--- src/pce_cache_pkg.sv ---
//////////////////////////////
// Cache-side types for the P-Mesh cache engine
//////////////////////////////

package pce_cache_pkg;

  localparam int paddr_width_c = 40;
  localparam int dword_width_c = 64;
  localparam int block_width_c = 128;
  localparam int ptag_width_c = 28;
  // Wide enough for the largest set count the engine supports
  localparam int pkt_index_width_c = 8;

  typedef enum logic [2:0] {
    e_miss_load,
    e_miss_store,
    e_uc_load,
    e_uc_store,
    e_wt_store
  } cache_msg_e;

  typedef enum logic [1:0] {
    e_size_1b,
    e_size_2b,
    e_size_4b,
    e_size_8b
  } cache_size_e;

  typedef struct packed {
    cache_msg_e               msg_type;
    cache_size_e              size;
    logic [paddr_width_c-1:0] addr;
    logic [dword_width_c-1:0] data;
  } cache_req_s;

  typedef struct packed {
    logic repl_way;
  } cache_req_meta_s;

  typedef enum logic [1:0] {e_data_mem_write, e_data_mem_uncached} data_mem_op_e;
  typedef enum logic [1:0] {e_tag_mem_set_clear, e_tag_mem_set_tag, e_tag_mem_invalidate} tag_mem_op_e;
  typedef enum logic {e_stat_mem_set_clear} stat_mem_op_e;
  typedef enum logic [1:0] {e_coh_i, e_coh_m} coh_state_e;

  // Which kind of return the control FSM is waiting on
  typedef enum logic [1:0] {e_fill_none, e_fill_block, e_fill_uncached} fill_mode_e;

  typedef struct packed {
    data_mem_op_e                 opcode;
    logic [pkt_index_width_c-1:0] index;
    logic                         way_id;
    logic [block_width_c-1:0]     data;
  } data_mem_pkt_s;

  typedef struct packed {
    tag_mem_op_e                  opcode;
    logic [pkt_index_width_c-1:0] index;
    logic                         way_id;
    logic [ptag_width_c-1:0]      tag;
    coh_state_e                   state;
  } tag_mem_pkt_s;

  typedef struct packed {
    stat_mem_op_e                 opcode;
    logic [pkt_index_width_c-1:0] index;
  } stat_mem_pkt_s;

  // L1.5 is big endian, the core is little endian
  function automatic logic [dword_width_c-1:0] dword_byte_swap(
    input logic [dword_width_c-1:0] d
  );
    logic [dword_width_c-1:0] s;
    for (int i = 0; i < dword_width_c / 8; i++) begin
      s[8*i +: 8] = d[dword_width_c - 8*(i+1) +: 8];
    end
    return s;
  endfunction

endpackage

--- src/pce_l15_pkg.sv ---
//////////////////////////////
// L1.5-side request and return types
//////////////////////////////

package pce_l15_pkg;

  localparam int l15_addr_width_c = 40;
  localparam int l15_data_width_c = 64;
  localparam int l15_inval_index_width_c = 8;
  localparam int l15_inval_pad_width_c = 2*l15_data_width_c - l15_inval_index_width_c - 2;

  typedef enum logic [1:0] {e_load_req, e_store_req} l15_rqtype_e;

  typedef enum logic [2:0] {
    e_l15_size_1b  = 3'b000,
    e_l15_size_2b  = 3'b001,
    e_l15_size_4b  = 3'b010,
    e_l15_size_8b  = 3'b011,
    e_l15_size_16b = 3'b111
  } l15_size_e;

  typedef enum logic [2:0] {
    e_load_ret  = 3'b000,
    e_evict_req = 3'b011,
    e_st_ack    = 3'b100,
    e_int_ret   = 3'b111
  } l15_rtntype_e;

  typedef struct packed {
    l15_rqtype_e                 rqtype;
    logic                        nc;
    l15_size_e                   size;
    logic [l15_addr_width_c-1:0] address;
    logic [1:0]                  l1rplway;
    logic [l15_data_width_c-1:0] data;
  } l15_req_s;

  typedef struct packed {
    logic [l15_data_width_c-1:0] data_1;
    logic [l15_data_width_c-1:0] data_0;
  } l15_ret_data_s;

  typedef struct packed {
    logic [l15_inval_pad_width_c-1:0]   pad;
    logic [l15_inval_index_width_c-1:0] inval_index;
    logic                               inval_way;
    logic                               inval_dcache_inval;
  } l15_ret_inval_s;

  // Load returns carry data, evictions carry the line to invalidate
  typedef union packed {
    l15_ret_data_s  data;
    l15_ret_inval_s inval;
  } l15_ret_payload_u;

  typedef struct packed {
    l15_rtntype_e     rtntype;
    logic             noncacheable;
    l15_ret_payload_u payload;
  } l15_ret_s;

endpackage

--- src/pce_credit_counter.sv ---
//////////////////////////////
// Outstanding L1.5 request counter
//////////////////////////////

`timescale 1ns/1ps

module pce_credit_counter
  #(parameter int max_credits_p = 4)
  (
    input  logic clk_i,
    input  logic reset_i,
    input  logic sent_i,
    input  logic returned_i,
    output logic full_o,
    output logic empty_o
  );

  localparam int count_width_lp = $clog2(max_credits_p + 1);

  logic [count_width_lp-1:0] count_r;

  always_ff @(posedge clk_i) begin
    if (reset_i) begin
      count_r <= '0;
    end else if (sent_i & ~returned_i) begin
      count_r <= count_r + 1'b1;
    end else if (returned_i & ~sent_i) begin
      count_r <= count_r - 1'b1;
    end
  end

  assign full_o = (count_r == count_width_lp'(max_credits_p));
  assign empty_o = (count_r == '0);

endmodule

--- src/pce_req_encoder.sv ---
//////////////////////////////
// Formats cache requests for L1.5
//////////////////////////////

`timescale 1ns/1ps

module pce_req_encoder
  import pce_cache_pkg::*;
  import pce_l15_pkg::*;
  (
    input  cache_req_s      req_i,
    input  cache_req_meta_s meta_i,
    output l15_req_s        l15_req_o
  );

  logic       is_store;
  logic [2:0] byte_mask;
  l15_size_e  size_l15;

  assign is_store = req_i.msg_type inside {e_uc_store, e_wt_store};

  always_comb begin
    case (req_i.size)
      e_size_1b: size_l15 = e_l15_size_1b;
      e_size_2b: size_l15 = e_l15_size_2b;
      e_size_4b: size_l15 = e_l15_size_4b;
      default:   size_l15 = e_l15_size_8b;
    endcase
  end

  // Low byte mask within one replicated chunk
  assign byte_mask = 3'((4'd1 << req_i.size) - 4'd1);

  always_comb begin
    logic [2:0] src;
    l15_req_o = '0;
    l15_req_o.address = req_i.addr;
    l15_req_o.l1rplway = {req_i.addr[11], meta_i.repl_way};

    case (req_i.msg_type)
      e_uc_store, e_wt_store: begin
        l15_req_o.rqtype = e_store_req;
        l15_req_o.nc = (req_i.msg_type == e_uc_store);
        l15_req_o.size = size_l15;
      end
      e_uc_load: begin
        l15_req_o.rqtype = e_load_req;
        l15_req_o.nc = 1'b1;
        l15_req_o.size = size_l15;
      end
      default: begin
        l15_req_o.rqtype = e_load_req;
        l15_req_o.nc = 1'b0;
        l15_req_o.size = e_l15_size_16b;
      end
    endcase

    // Byte-reverse the valid bytes and repeat them across the dword
    if (is_store) begin
      for (int i = 0; i < 8; i++) begin
        src = 3'(~i) & byte_mask;
        l15_req_o.data[8*i +: 8] = req_i.data[8*src +: 8];
      end
    end
  end

endmodule

--- src/pce_ret_decoder.sv ---
//////////////////////////////
// Turns L1.5 returns into cache packets
//////////////////////////////

`timescale 1ns/1ps

module pce_ret_decoder
  import pce_cache_pkg::*;
  import pce_l15_pkg::*;
  #(parameter int sets_p = 128,
    parameter int assoc_p = 2)
  (
    input  l15_ret_s        ret_i,
    input  cache_req_s      req_r_i,
    input  cache_req_meta_s meta_r_i,
    input  fill_mode_e      fill_mode_i,
    output data_mem_pkt_s   data_pkt_o,
    output tag_mem_pkt_s    tag_pkt_o,
    output stat_mem_pkt_s   stat_pkt_o,
    output logic            inval_v_o,
    output logic            fill_match_o
  );

  // The block is split into one bank per way
  localparam int bank_bytes_lp = block_width_c / assoc_p / 8;
  localparam int block_offset_lp = $clog2(bank_bytes_lp) + $clog2(assoc_p);
  localparam int index_width_lp = $clog2(sets_p);

  l15_ret_payload_u             payload;
  logic [pkt_index_width_c-1:0] fill_index;
  logic [dword_width_c-1:0]     dword_0_swap, dword_1_swap;
  logic                         is_load_ret, is_evict;

  assign payload = ret_i.payload;
  assign fill_index = pkt_index_width_c'(req_r_i.addr[block_offset_lp +: index_width_lp]);
  assign dword_0_swap = dword_byte_swap(payload.data.data_0);
  assign dword_1_swap = dword_byte_swap(payload.data.data_1);

  assign is_load_ret = (ret_i.rtntype == e_load_ret);
  assign is_evict = (ret_i.rtntype == e_evict_req);
  assign inval_v_o = is_evict & payload.inval.inval_dcache_inval;
  assign fill_match_o = is_load_ret
                      & (((fill_mode_i == e_fill_block) & ~ret_i.noncacheable)
                        | ((fill_mode_i == e_fill_uncached) & ret_i.noncacheable));

  always_comb begin
    data_pkt_o.index = fill_index;
    data_pkt_o.way_id = meta_r_i.repl_way;
    if (fill_mode_i == e_fill_uncached) begin
      data_pkt_o.opcode = e_data_mem_uncached;
      data_pkt_o.data = {{dword_width_c{1'b0}}, req_r_i.addr[3] ? dword_1_swap : dword_0_swap};
    end else begin
      data_pkt_o.opcode = e_data_mem_write;
      data_pkt_o.data = {dword_1_swap, dword_0_swap};
    end
  end

  always_comb begin
    if (is_evict) begin
      tag_pkt_o.opcode = e_tag_mem_invalidate;
      tag_pkt_o.index = payload.inval.inval_index;
      tag_pkt_o.way_id = payload.inval.inval_way;
      tag_pkt_o.tag = '0;
      tag_pkt_o.state = e_coh_i;
    end else begin
      tag_pkt_o.opcode = e_tag_mem_set_tag;
      tag_pkt_o.index = fill_index;
      tag_pkt_o.way_id = meta_r_i.repl_way;
      tag_pkt_o.tag = req_r_i.addr[block_offset_lp + index_width_lp +: ptag_width_c];
      tag_pkt_o.state = e_coh_m;
    end
  end

  assign stat_pkt_o.opcode = e_stat_mem_set_clear;
  assign stat_pkt_o.index = is_evict ? payload.inval.inval_index : fill_index;

endmodule

--- src/pce_ctrl.sv ---
//////////////////////////////
// Cache engine control FSM
// Sequences reset sweep, requests and returns
//////////////////////////////

`timescale 1ns/1ps

module pce_ctrl
  import pce_cache_pkg::*;
  import pce_l15_pkg::*;
  #(parameter int sets_p = 128)
  (
    input  logic            clk_i,
    input  logic            reset_i,

    input  cache_req_s      cache_req_i,
    input  logic            cache_req_v_i,
    output logic            cache_req_ready_o,
    input  cache_req_meta_s cache_req_meta_i,
    input  logic            cache_req_meta_v_i,
    output logic            cache_req_complete_o,

    output data_mem_pkt_s   data_pkt_o,
    output logic            data_pkt_v_o,
    input  logic            data_pkt_yumi_i,
    output tag_mem_pkt_s    tag_pkt_o,
    output logic            tag_pkt_v_o,
    input  logic            tag_pkt_yumi_i,
    output stat_mem_pkt_s   stat_pkt_o,
    output logic            stat_pkt_v_o,
    input  logic            stat_pkt_yumi_i,

    output l15_req_s        l15_req_o,
    output logic            l15_req_v_o,
    input  logic            l15_req_ready_i,
    input  l15_ret_s        l15_ret_i,
    input  logic            l15_ret_v_i,
    output logic            l15_ret_yumi_o,

    input  l15_req_s        enc_req_i,
    output cache_req_s      enc_src_o,
    output cache_req_s      req_r_o,
    output cache_req_meta_s meta_r_o,
    output fill_mode_e      fill_mode_o,
    input  tag_mem_pkt_s    dec_tag_pkt_i,
    input  data_mem_pkt_s   dec_data_pkt_i,
    input  stat_mem_pkt_s   dec_stat_pkt_i,
    input  logic            dec_inval_v_i,
    input  logic            dec_fill_match_i
  );

  localparam int index_width_lp = $clog2(sets_p);

  typedef enum logic [2:0] {
    e_reset, e_clear, e_ready, e_send_req, e_read_wait, e_uc_read_wait
  } state_e;

  state_e                    state_r, state_n;
  cache_req_s                req_r;
  cache_req_meta_s           meta_r;
  logic [index_width_lp-1:0] index_cnt_r;
  logic                      index_up, index_done;
  logic                      store_v, inval_v;
  tag_mem_pkt_s              sweep_tag_pkt;
  stat_mem_pkt_s             sweep_stat_pkt;

  assign index_done = (index_cnt_r == index_width_lp'(sets_p - 1));
  assign store_v = cache_req_v_i & (cache_req_i.msg_type inside {e_uc_store, e_wt_store});
  assign inval_v = l15_ret_v_i & dec_inval_v_i;

  always_ff @(posedge clk_i) begin
    if (reset_i) begin
      state_r <= e_reset;
      index_cnt_r <= '0;
    end else begin
      state_r <= state_n;
      if (index_up) begin
        index_cnt_r <= index_done ? '0 : index_cnt_r + 1'b1;
      end
    end
  end

  always_ff @(posedge clk_i) begin
    if (cache_req_v_i & cache_req_ready_o) begin
      req_r <= cache_req_i;
    end
    if (cache_req_meta_v_i) begin
      meta_r <= cache_req_meta_i;
    end
  end

  always_comb begin
    sweep_tag_pkt = '0;
    sweep_tag_pkt.opcode = e_tag_mem_set_clear;
    sweep_tag_pkt.index = pkt_index_width_c'(index_cnt_r);
    sweep_stat_pkt.opcode = e_stat_mem_set_clear;
    sweep_stat_pkt.index = pkt_index_width_c'(index_cnt_r);
  end

  always_comb begin
    state_n = state_r;
    cache_req_ready_o = 1'b0;
    cache_req_complete_o = 1'b0;
    data_pkt_v_o = 1'b0;
    tag_pkt_v_o = 1'b0;
    stat_pkt_v_o = 1'b0;
    l15_req_v_o = 1'b0;
    l15_ret_yumi_o = 1'b0;
    index_up = 1'b0;

    unique case (state_r)
      e_reset: begin
        l15_ret_yumi_o = l15_ret_v_i & (l15_ret_i.rtntype == e_int_ret);
        if (l15_ret_yumi_o) state_n = e_clear;
      end
      e_clear: begin
        tag_pkt_v_o = 1'b1;
        stat_pkt_v_o = 1'b1;
        // An eviction borrows the tag port, so the sweep stalls for it
        index_up = tag_pkt_yumi_i & stat_pkt_yumi_i & ~inval_v;
        cache_req_complete_o = index_up & index_done;
        if (cache_req_complete_o) state_n = e_ready;
      end
      e_ready: begin
        cache_req_ready_o = l15_req_ready_i;
        if (store_v) begin
          l15_req_v_o = l15_req_ready_i;
        end else if (cache_req_v_i & l15_req_ready_i) begin
          state_n = e_send_req;
        end
      end
      e_send_req: begin
        l15_req_v_o = l15_req_ready_i;
        if (l15_req_v_o) begin
          state_n = (req_r.msg_type == e_uc_load) ? e_uc_read_wait : e_read_wait;
        end
      end
      e_read_wait: begin
        if (l15_ret_v_i & dec_fill_match_i) begin
          data_pkt_v_o = 1'b1;
          tag_pkt_v_o = 1'b1;
          l15_ret_yumi_o = data_pkt_yumi_i & tag_pkt_yumi_i;
          cache_req_complete_o = l15_ret_yumi_o;
          if (cache_req_complete_o) state_n = e_ready;
        end
      end
      e_uc_read_wait: begin
        if (l15_ret_v_i & dec_fill_match_i) begin
          data_pkt_v_o = 1'b1;
          l15_ret_yumi_o = data_pkt_yumi_i;
          cache_req_complete_o = l15_ret_yumi_o;
          if (cache_req_complete_o) state_n = e_ready;
        end
      end
      default: state_n = e_reset;
    endcase

    // Evictions and store acks can show up in any state once out of reset
    if (state_r != e_reset && l15_ret_v_i) begin
      if (inval_v) begin
        tag_pkt_v_o = 1'b1;
        l15_ret_yumi_o = tag_pkt_yumi_i;
      end else if (l15_ret_i.rtntype inside {e_st_ack, e_evict_req}) begin
        l15_ret_yumi_o = 1'b1;
      end
    end
  end

  assign tag_pkt_o = (state_r == e_clear && !inval_v) ? sweep_tag_pkt : dec_tag_pkt_i;
  assign stat_pkt_o = (state_r == e_clear) ? sweep_stat_pkt : dec_stat_pkt_i;
  assign data_pkt_o = dec_data_pkt_i;

  assign enc_src_o = (state_r == e_ready) ? cache_req_i : req_r;
  assign l15_req_o = enc_req_i;
  assign req_r_o = req_r;
  assign meta_r_o = meta_r;

  always_comb begin
    unique case (state_r)
      e_read_wait:    fill_mode_o = e_fill_block;
      e_uc_read_wait: fill_mode_o = e_fill_uncached;
      default:        fill_mode_o = e_fill_none;
    endcase
  end

endmodule

--- src/pce_top.sv ---
//////////////////////////////
// P-Mesh cache engine, D$ side
//////////////////////////////

`timescale 1ns/1ps

module pce_top
  import pce_cache_pkg::*;
  import pce_l15_pkg::*;
  #(parameter int sets_p = 128,
    parameter int assoc_p = 2,
    parameter int max_credits_p = 4)
  (
    input  logic            clk_i,
    input  logic            reset_i,

    input  cache_req_s      cache_req_i,
    input  logic            cache_req_v_i,
    output logic            cache_req_ready_o,
    input  cache_req_meta_s cache_req_meta_i,
    input  logic            cache_req_meta_v_i,
    output logic            cache_req_complete_o,

    output data_mem_pkt_s   data_pkt_o,
    output logic            data_pkt_v_o,
    input  logic            data_pkt_yumi_i,
    output tag_mem_pkt_s    tag_pkt_o,
    output logic            tag_pkt_v_o,
    input  logic            tag_pkt_yumi_i,
    output stat_mem_pkt_s   stat_pkt_o,
    output logic            stat_pkt_v_o,
    input  logic            stat_pkt_yumi_i,

    output l15_req_s        l15_req_o,
    output logic            l15_req_v_o,
    input  logic            l15_req_ready_i,
    input  l15_ret_s        l15_ret_i,
    input  logic            l15_ret_v_i,
    output logic            l15_ret_yumi_o,

    output logic            credits_full_o,
    output logic            credits_empty_o
  );

  l15_req_s        enc_req;
  cache_req_s      enc_src, req_r;
  cache_req_meta_s meta_r;
  fill_mode_e      fill_mode;
  data_mem_pkt_s   dec_data_pkt;
  tag_mem_pkt_s    dec_tag_pkt;
  stat_mem_pkt_s   dec_stat_pkt;
  logic            dec_inval_v, dec_fill_match;
  logic            credit_returned;

  // Interrupt and evict returns never held a credit
  assign credit_returned = l15_ret_yumi_o & ~(l15_ret_i.rtntype inside {e_int_ret, e_evict_req});

  pce_ctrl #(.sets_p(sets_p)) pce_ctrl_inst (
    .clk_i, .reset_i,
    .cache_req_i, .cache_req_v_i, .cache_req_ready_o,
    .cache_req_meta_i, .cache_req_meta_v_i, .cache_req_complete_o,
    .data_pkt_o, .data_pkt_v_o, .data_pkt_yumi_i,
    .tag_pkt_o, .tag_pkt_v_o, .tag_pkt_yumi_i,
    .stat_pkt_o, .stat_pkt_v_o, .stat_pkt_yumi_i,
    .l15_req_o, .l15_req_v_o, .l15_req_ready_i,
    .l15_ret_i, .l15_ret_v_i, .l15_ret_yumi_o,
    .enc_req_i(enc_req),
    .enc_src_o(enc_src),
    .req_r_o(req_r),
    .meta_r_o(meta_r),
    .fill_mode_o(fill_mode),
    .dec_tag_pkt_i(dec_tag_pkt),
    .dec_data_pkt_i(dec_data_pkt),
    .dec_stat_pkt_i(dec_stat_pkt),
    .dec_inval_v_i(dec_inval_v),
    .dec_fill_match_i(dec_fill_match)
  );

  pce_req_encoder pce_req_encoder_inst (
    .req_i(enc_src),
    .meta_i(meta_r),
    .l15_req_o(enc_req)
  );

  pce_ret_decoder #(.sets_p(sets_p), .assoc_p(assoc_p)) pce_ret_decoder_inst (
    .ret_i(l15_ret_i),
    .req_r_i(req_r),
    .meta_r_i(meta_r),
    .fill_mode_i(fill_mode),
    .data_pkt_o(dec_data_pkt),
    .tag_pkt_o(dec_tag_pkt),
    .stat_pkt_o(dec_stat_pkt),
    .inval_v_o(dec_inval_v),
    .fill_match_o(dec_fill_match)
  );

  pce_credit_counter #(.max_credits_p(max_credits_p)) pce_credit_counter_inst (
    .clk_i, .reset_i,
    .sent_i(l15_req_v_o),
    .returned_i(credit_returned),
    .full_o(credits_full_o),
    .empty_o(credits_empty_o)
  );

endmodule

--- config.mk ---
export PLATFORM = sky130hd
export DESIGN_NAME = pce_top
export DESIGN_NICKNAME = d
export VERILOG_FILES = /design/src/pce_cache_pkg.sv /design/src/pce_l15_pkg.sv /design/src/pce_credit_counter.sv /design/src/pce_req_encoder.sv /design/src/pce_ret_decoder.sv /design/src/pce_ctrl.sv /design/src/pce_top.sv
export SDC_FILE = /design/constraint.sdc
export NUM_CORES = 1
export LEC_CHECK = 0
export ABC_AREA = 1
export BUFFER_PORTS_ARGS = -buffer_cell sky130_fd_sc_hd__buf_2
export CAP_MARGIN = 5
export CORE_AREA = 2 2 220 222
export CTS_CLUSTER_SIZE = 14
export DETAILED_ROUTE_END_ITERATION = 8
export DIE_AREA = 0 0 222 224
export PLACE_DENSITY_LB_ADDON = 0.25
export SLEW_MARGIN = 25
export SYNTH_ARGS = -nofsm -noshare
export SYNTH_HDL_FRONTEND = slang
export SYNTH_SLANG_ARGS = --single-unit
--- constraint.sdc ---
create_clock -name clk_i -period 9 [get_ports clk_i]
set_clock_uncertainty 0.15 [all_clocks]
set_input_delay 1.8 -clock clk_i [delete_from_list [all_inputs] [get_ports clk_i]]
set_output_delay 1.8 -clock clk_i [all_outputs]
set_load 0.1 [all_outputs]
==> impl_metrics.env <==
export IMPL_p_per_area_mw_per_mm2=420
export IMPL_slew_violations=0
export IMPL_drive_above_1_share=0.390
export IMPL_cts_max_level=4
export IMPL_max_slew_margin=0.415
export IMPL_cp_start_kind="register"
export IMPL_r2r_end="pce_ctrl_inst.req_r_o[76]"
export IMPL_yosysWarnings=0
export IMPL_crit_required_ns=7.05
export IMPL_gp_congestion=0.896
export IMPL_ff2ff_path_depth=6
export IMPL_dpl_cell_count=2322
export IMPL_grt_pass1_vias=9826
export IMPL_crit_path_end_kind="output port"
export IMPL_drc=0
export IMPL_grt_max_degree=86
export IMPL_vias=10100
export IMPL_synth_cells=1217
export IMPL_status="finished, final reports clean"
export IMPL_cts_tree="yes"
export IMPL_crit_type="reg2out"
export IMPL_cts_sinks=123
export IMPL_p_clk_frac=0.138
export IMPL_yosysSeqAreaShare=0.408
export IMPL_p_sw_mw=3.67
export IMPL_synth_area_leader_cell="edfxtp_1"
export IMPL_rsz0062_at_grt="false"
export IMPL_layout_worst_path_cycle_share=0.738
export IMPL_detail_route_first_pass_iterations=5
export IMPL_start_util=0.185
export IMPL_finalNonFillerCells=2368
export IMPL_min_path_type="reg2reg"
export IMPL_ctsResizeCount=0
export IMPL_area_growth_syn_to_layout_pct=44.4
export IMPL_netlist_area_leader_share=0.378
export IMPL_antenna_found_initial=35
export IMPL_via_per_inst=4.26
export IMPL_period_needed_ns=6.64
export IMPL_netlist_area_mm2=0.00874
export IMPL_io_buffer_count=555
export IMPL_dieArea_mm2=0.0497
export IMPL_syn_avg_cell_area_um2=7.18
export IMPL_hold_slack_ns=0.345
export IMPL_grtUsageTotal=0.192
export IMPL_finalWirelength_um=48700
export IMPL_die_y_um=224
export IMPL_detail_route_antenna_nets=0
export IMPL_fin_ws_ns=2.36
export IMPL_hold_start="pce_credit_counter_inst.count_r[2]"
export IMPL_finalSetupViolCount=0
export IMPL_wl_per_cell_um=20.6
export IMPL_ys_seq_elements=123
export IMPL_clock_latency_ns=0.48
export IMPL_p_leak_nw=6.80
export IMPL_max_freq_ghz=0.151
export IMPL_fin_nets=1981
export IMPL_drtIter0Drc=527
export IMPL_grt_overflow=0
export IMPL_dp_slack_ns=2.40
export IMPL_holdBufCountCts=0
export IMPL_p_int_mw=1.63
export IMPL_cts_setup_buffers=0
export IMPL_holdPathEnd="pce_credit_counter_inst.count_r[2]"
export IMPL_final_util=0.267
export IMPL_worst_pin_slew_ns=0.876
export IMPL_die_w_um=222
export IMPL_synth_cell_types=35
export IMPL_hold_viol=0
export IMPL_worstHoldPathCells=2
export IMPL_p_seq_frac=0.132
export IMPL_maxCapViolations=0
export IMPL_clockRootBuffer="clkbuf_16"
export IMPL_sw_frac_of_total=0.693
export IMPL_vdd_ir_drop_worst_mv=0.269
export IMPL_core_rowCount=80
export IMPL_p_comb_frac=0.730
export IMPL_synth_area_leaders="edfxtp_1 38%, nand2_1 18%, inv_1 7.5%"
export IMPL_reg2reg_slack_ns=5.16
export IMPL_clockBufferDepth=2
export IMPL_clk_pin_slew_worst_paths_ns=0.07
export IMPL_numCtsBuffers=17
export IMPL_cp_arrival_ns=4.69
export IMPL_timing_setup_tns_ns=0
export IMPL_crit_path_max_fanout=85
export IMPL_r2r_start="pce_ctrl_inst.state_r[1]"
export IMPL_dp_hpwl_um=40200
export IMPL_core_mm2=0.0473
export IMPL_grt_pass1_wl_um=68200
export IMPL_boundaryPins=561
logic make-up after synthesis:
family	after synthesis	share of synthesized area
AND/OR/NAND/NOR	648	0.303
XOR/XNOR	3	0.00301
multiplexers	59	0.0757
buffers and inverters	261	0.129
other	1	0.000429
adder cells (fa/ha/maj)	3	0.00515
AO/OA/AOI/OAI	119	0.0762
flip-flops	123	0.408
per-layer routing:
metal | vias to the layer above | track usage | part of all wire
met5 | - | 0 | 0.00072
met4 | 6 | 0.115 | 0.051
met3 | 112 | 0.0568 | 0.074
met2 | 445 | 0.343 | 0.51
met1 | 4668 | 0.199 | 0.36
li1 | 4857 | - | -
power groups by stage:
stage | Combinational [mW] | Clock [mW] | Sequential [mW]
finish | 3.87 | 0.729 | 0.698
global route | 4.05 | 0.775 | 0.703
CTS | 3.88 | 0.757 | 0.698
detailed placement | 3.87 | 0 | 0.710
global placement | 3.88 | 0 | 0.709
floorplan | 3.19 | 0 | 0.707
placed cells by master (no fill, tap or decap), drive strengths merged, types with 16 or more instances in the layout:
master and instances:
nand3 64, o211ai 24, inv 186, edfxtp 110
buf 566, a21oi 27, and2 16, o21ai 67
nor2 105, nand2 432, clkbuf 17, or2 17
mux2 57
cell type report:
type                            count  area [µm²]
Antenna cell                       13        32.5
Clock buffer                       17         425
Clock inverter                     15         164
Fill cell                        5374       34700
Inverter                          182         683
Multi-Input combinational cell    837        4100
Sequential cell                   123        3560
Tap cell                          615         769
Timing Repair Buffer              566        2880
worst max path at each step:
stage	cells after the start	from	to	slack, ns
global placement	10	cache_req_i[105]	l15_req_o[6]	2.48
global route	10	pce_ctrl_inst.state_r[0]	l15_req_o[107]	1.93
finish	10	pce_ctrl_inst.state_r[0]	l15_req_o[107]	2.36
CTS	10	pce_ctrl_inst.state_r[0]	l15_req_o[107]	2.24
detailed placement	10	cache_req_i[105]	l15_req_o[6]	2.40
floorplan	2	cache_req_v_i	pce_ctrl_inst.req_r_o[0]	1.85
per-stage QoR:
| step | power, mW | cell area (µm²) |
|---|---|---|
| after floorplan | 3.90 | 8760 |
| after global placement | 4.59 | 12000 |
| after detailed placement | 4.58 | 12000 |
| after CTS | 5.33 | 12600 |
| after global routing | 5.53 | 12600 |
| final | 5.30 | 12600 |
synth_stat cells:
| cell | number |
|---|---|
| a21oi_1 | 27 |
| a22oi_1 | 1 |
| and2_1 | 16 |
| buf_2 | 37 |
| buf_4 | 21 |
| buf_6 | 3 |
| clkbuf_1 | 18 |
| clkinv_1 | 2 |
| conb_1 | 1 |
| dfxtp_1 | 13 |
| edfxtp_1 | 110 |
| fa_1 | 1 |
| ha_1 | 2 |
| inv_1 | 175 |
| inv_2 | 5 |
| mux2_2 | 57 |
| mux2i_1 | 2 |
| nand2_1 | 428 |
| nand2_2 | 4 |
| nand3_1 | 64 |
| nand4_1 | 3 |
| nor2_1 | 102 |
| nor2_2 | 1 |
| nor2_4 | 2 |
| nor3_1 | 9 |
| nor3b_1 | 1 |
| nor4_1 | 1 |
| o211ai_1 | 24 |
| o21ai_0 | 54 |
| o21ai_1 | 11 |
| o21ai_2 | 2 |
| or2_0 | 10 |
| or2_1 | 1 |
| or2_2 | 6 |
| xor2_1 | 3 |
sequential cells by signal, summed over array words and instances (netlist names):
signal                           cells
pce_ctrl_inst.req_r_o              109
pce_ctrl_inst.meta_r_o               1
pce_ctrl_inst.state_r                3
pce_credit_counter_inst.count_r      3
pce_ctrl_inst.index_cnt_r            7
worst max-delay path, stage by stage, from the launching register on:
cell     delay [ns]
dfxtp_1        0.53
inv_1          0.18
nand2_4        0.52
buf_4          0.78
o21ai_0        0.23
nand3_1        0.15
nand2_2        0.42
inv_2          0.63
nand2_1        0.17
nand2_1        0.10
buf_2          0.45
No activity file was read; power rests on OpenSTA's default activity.
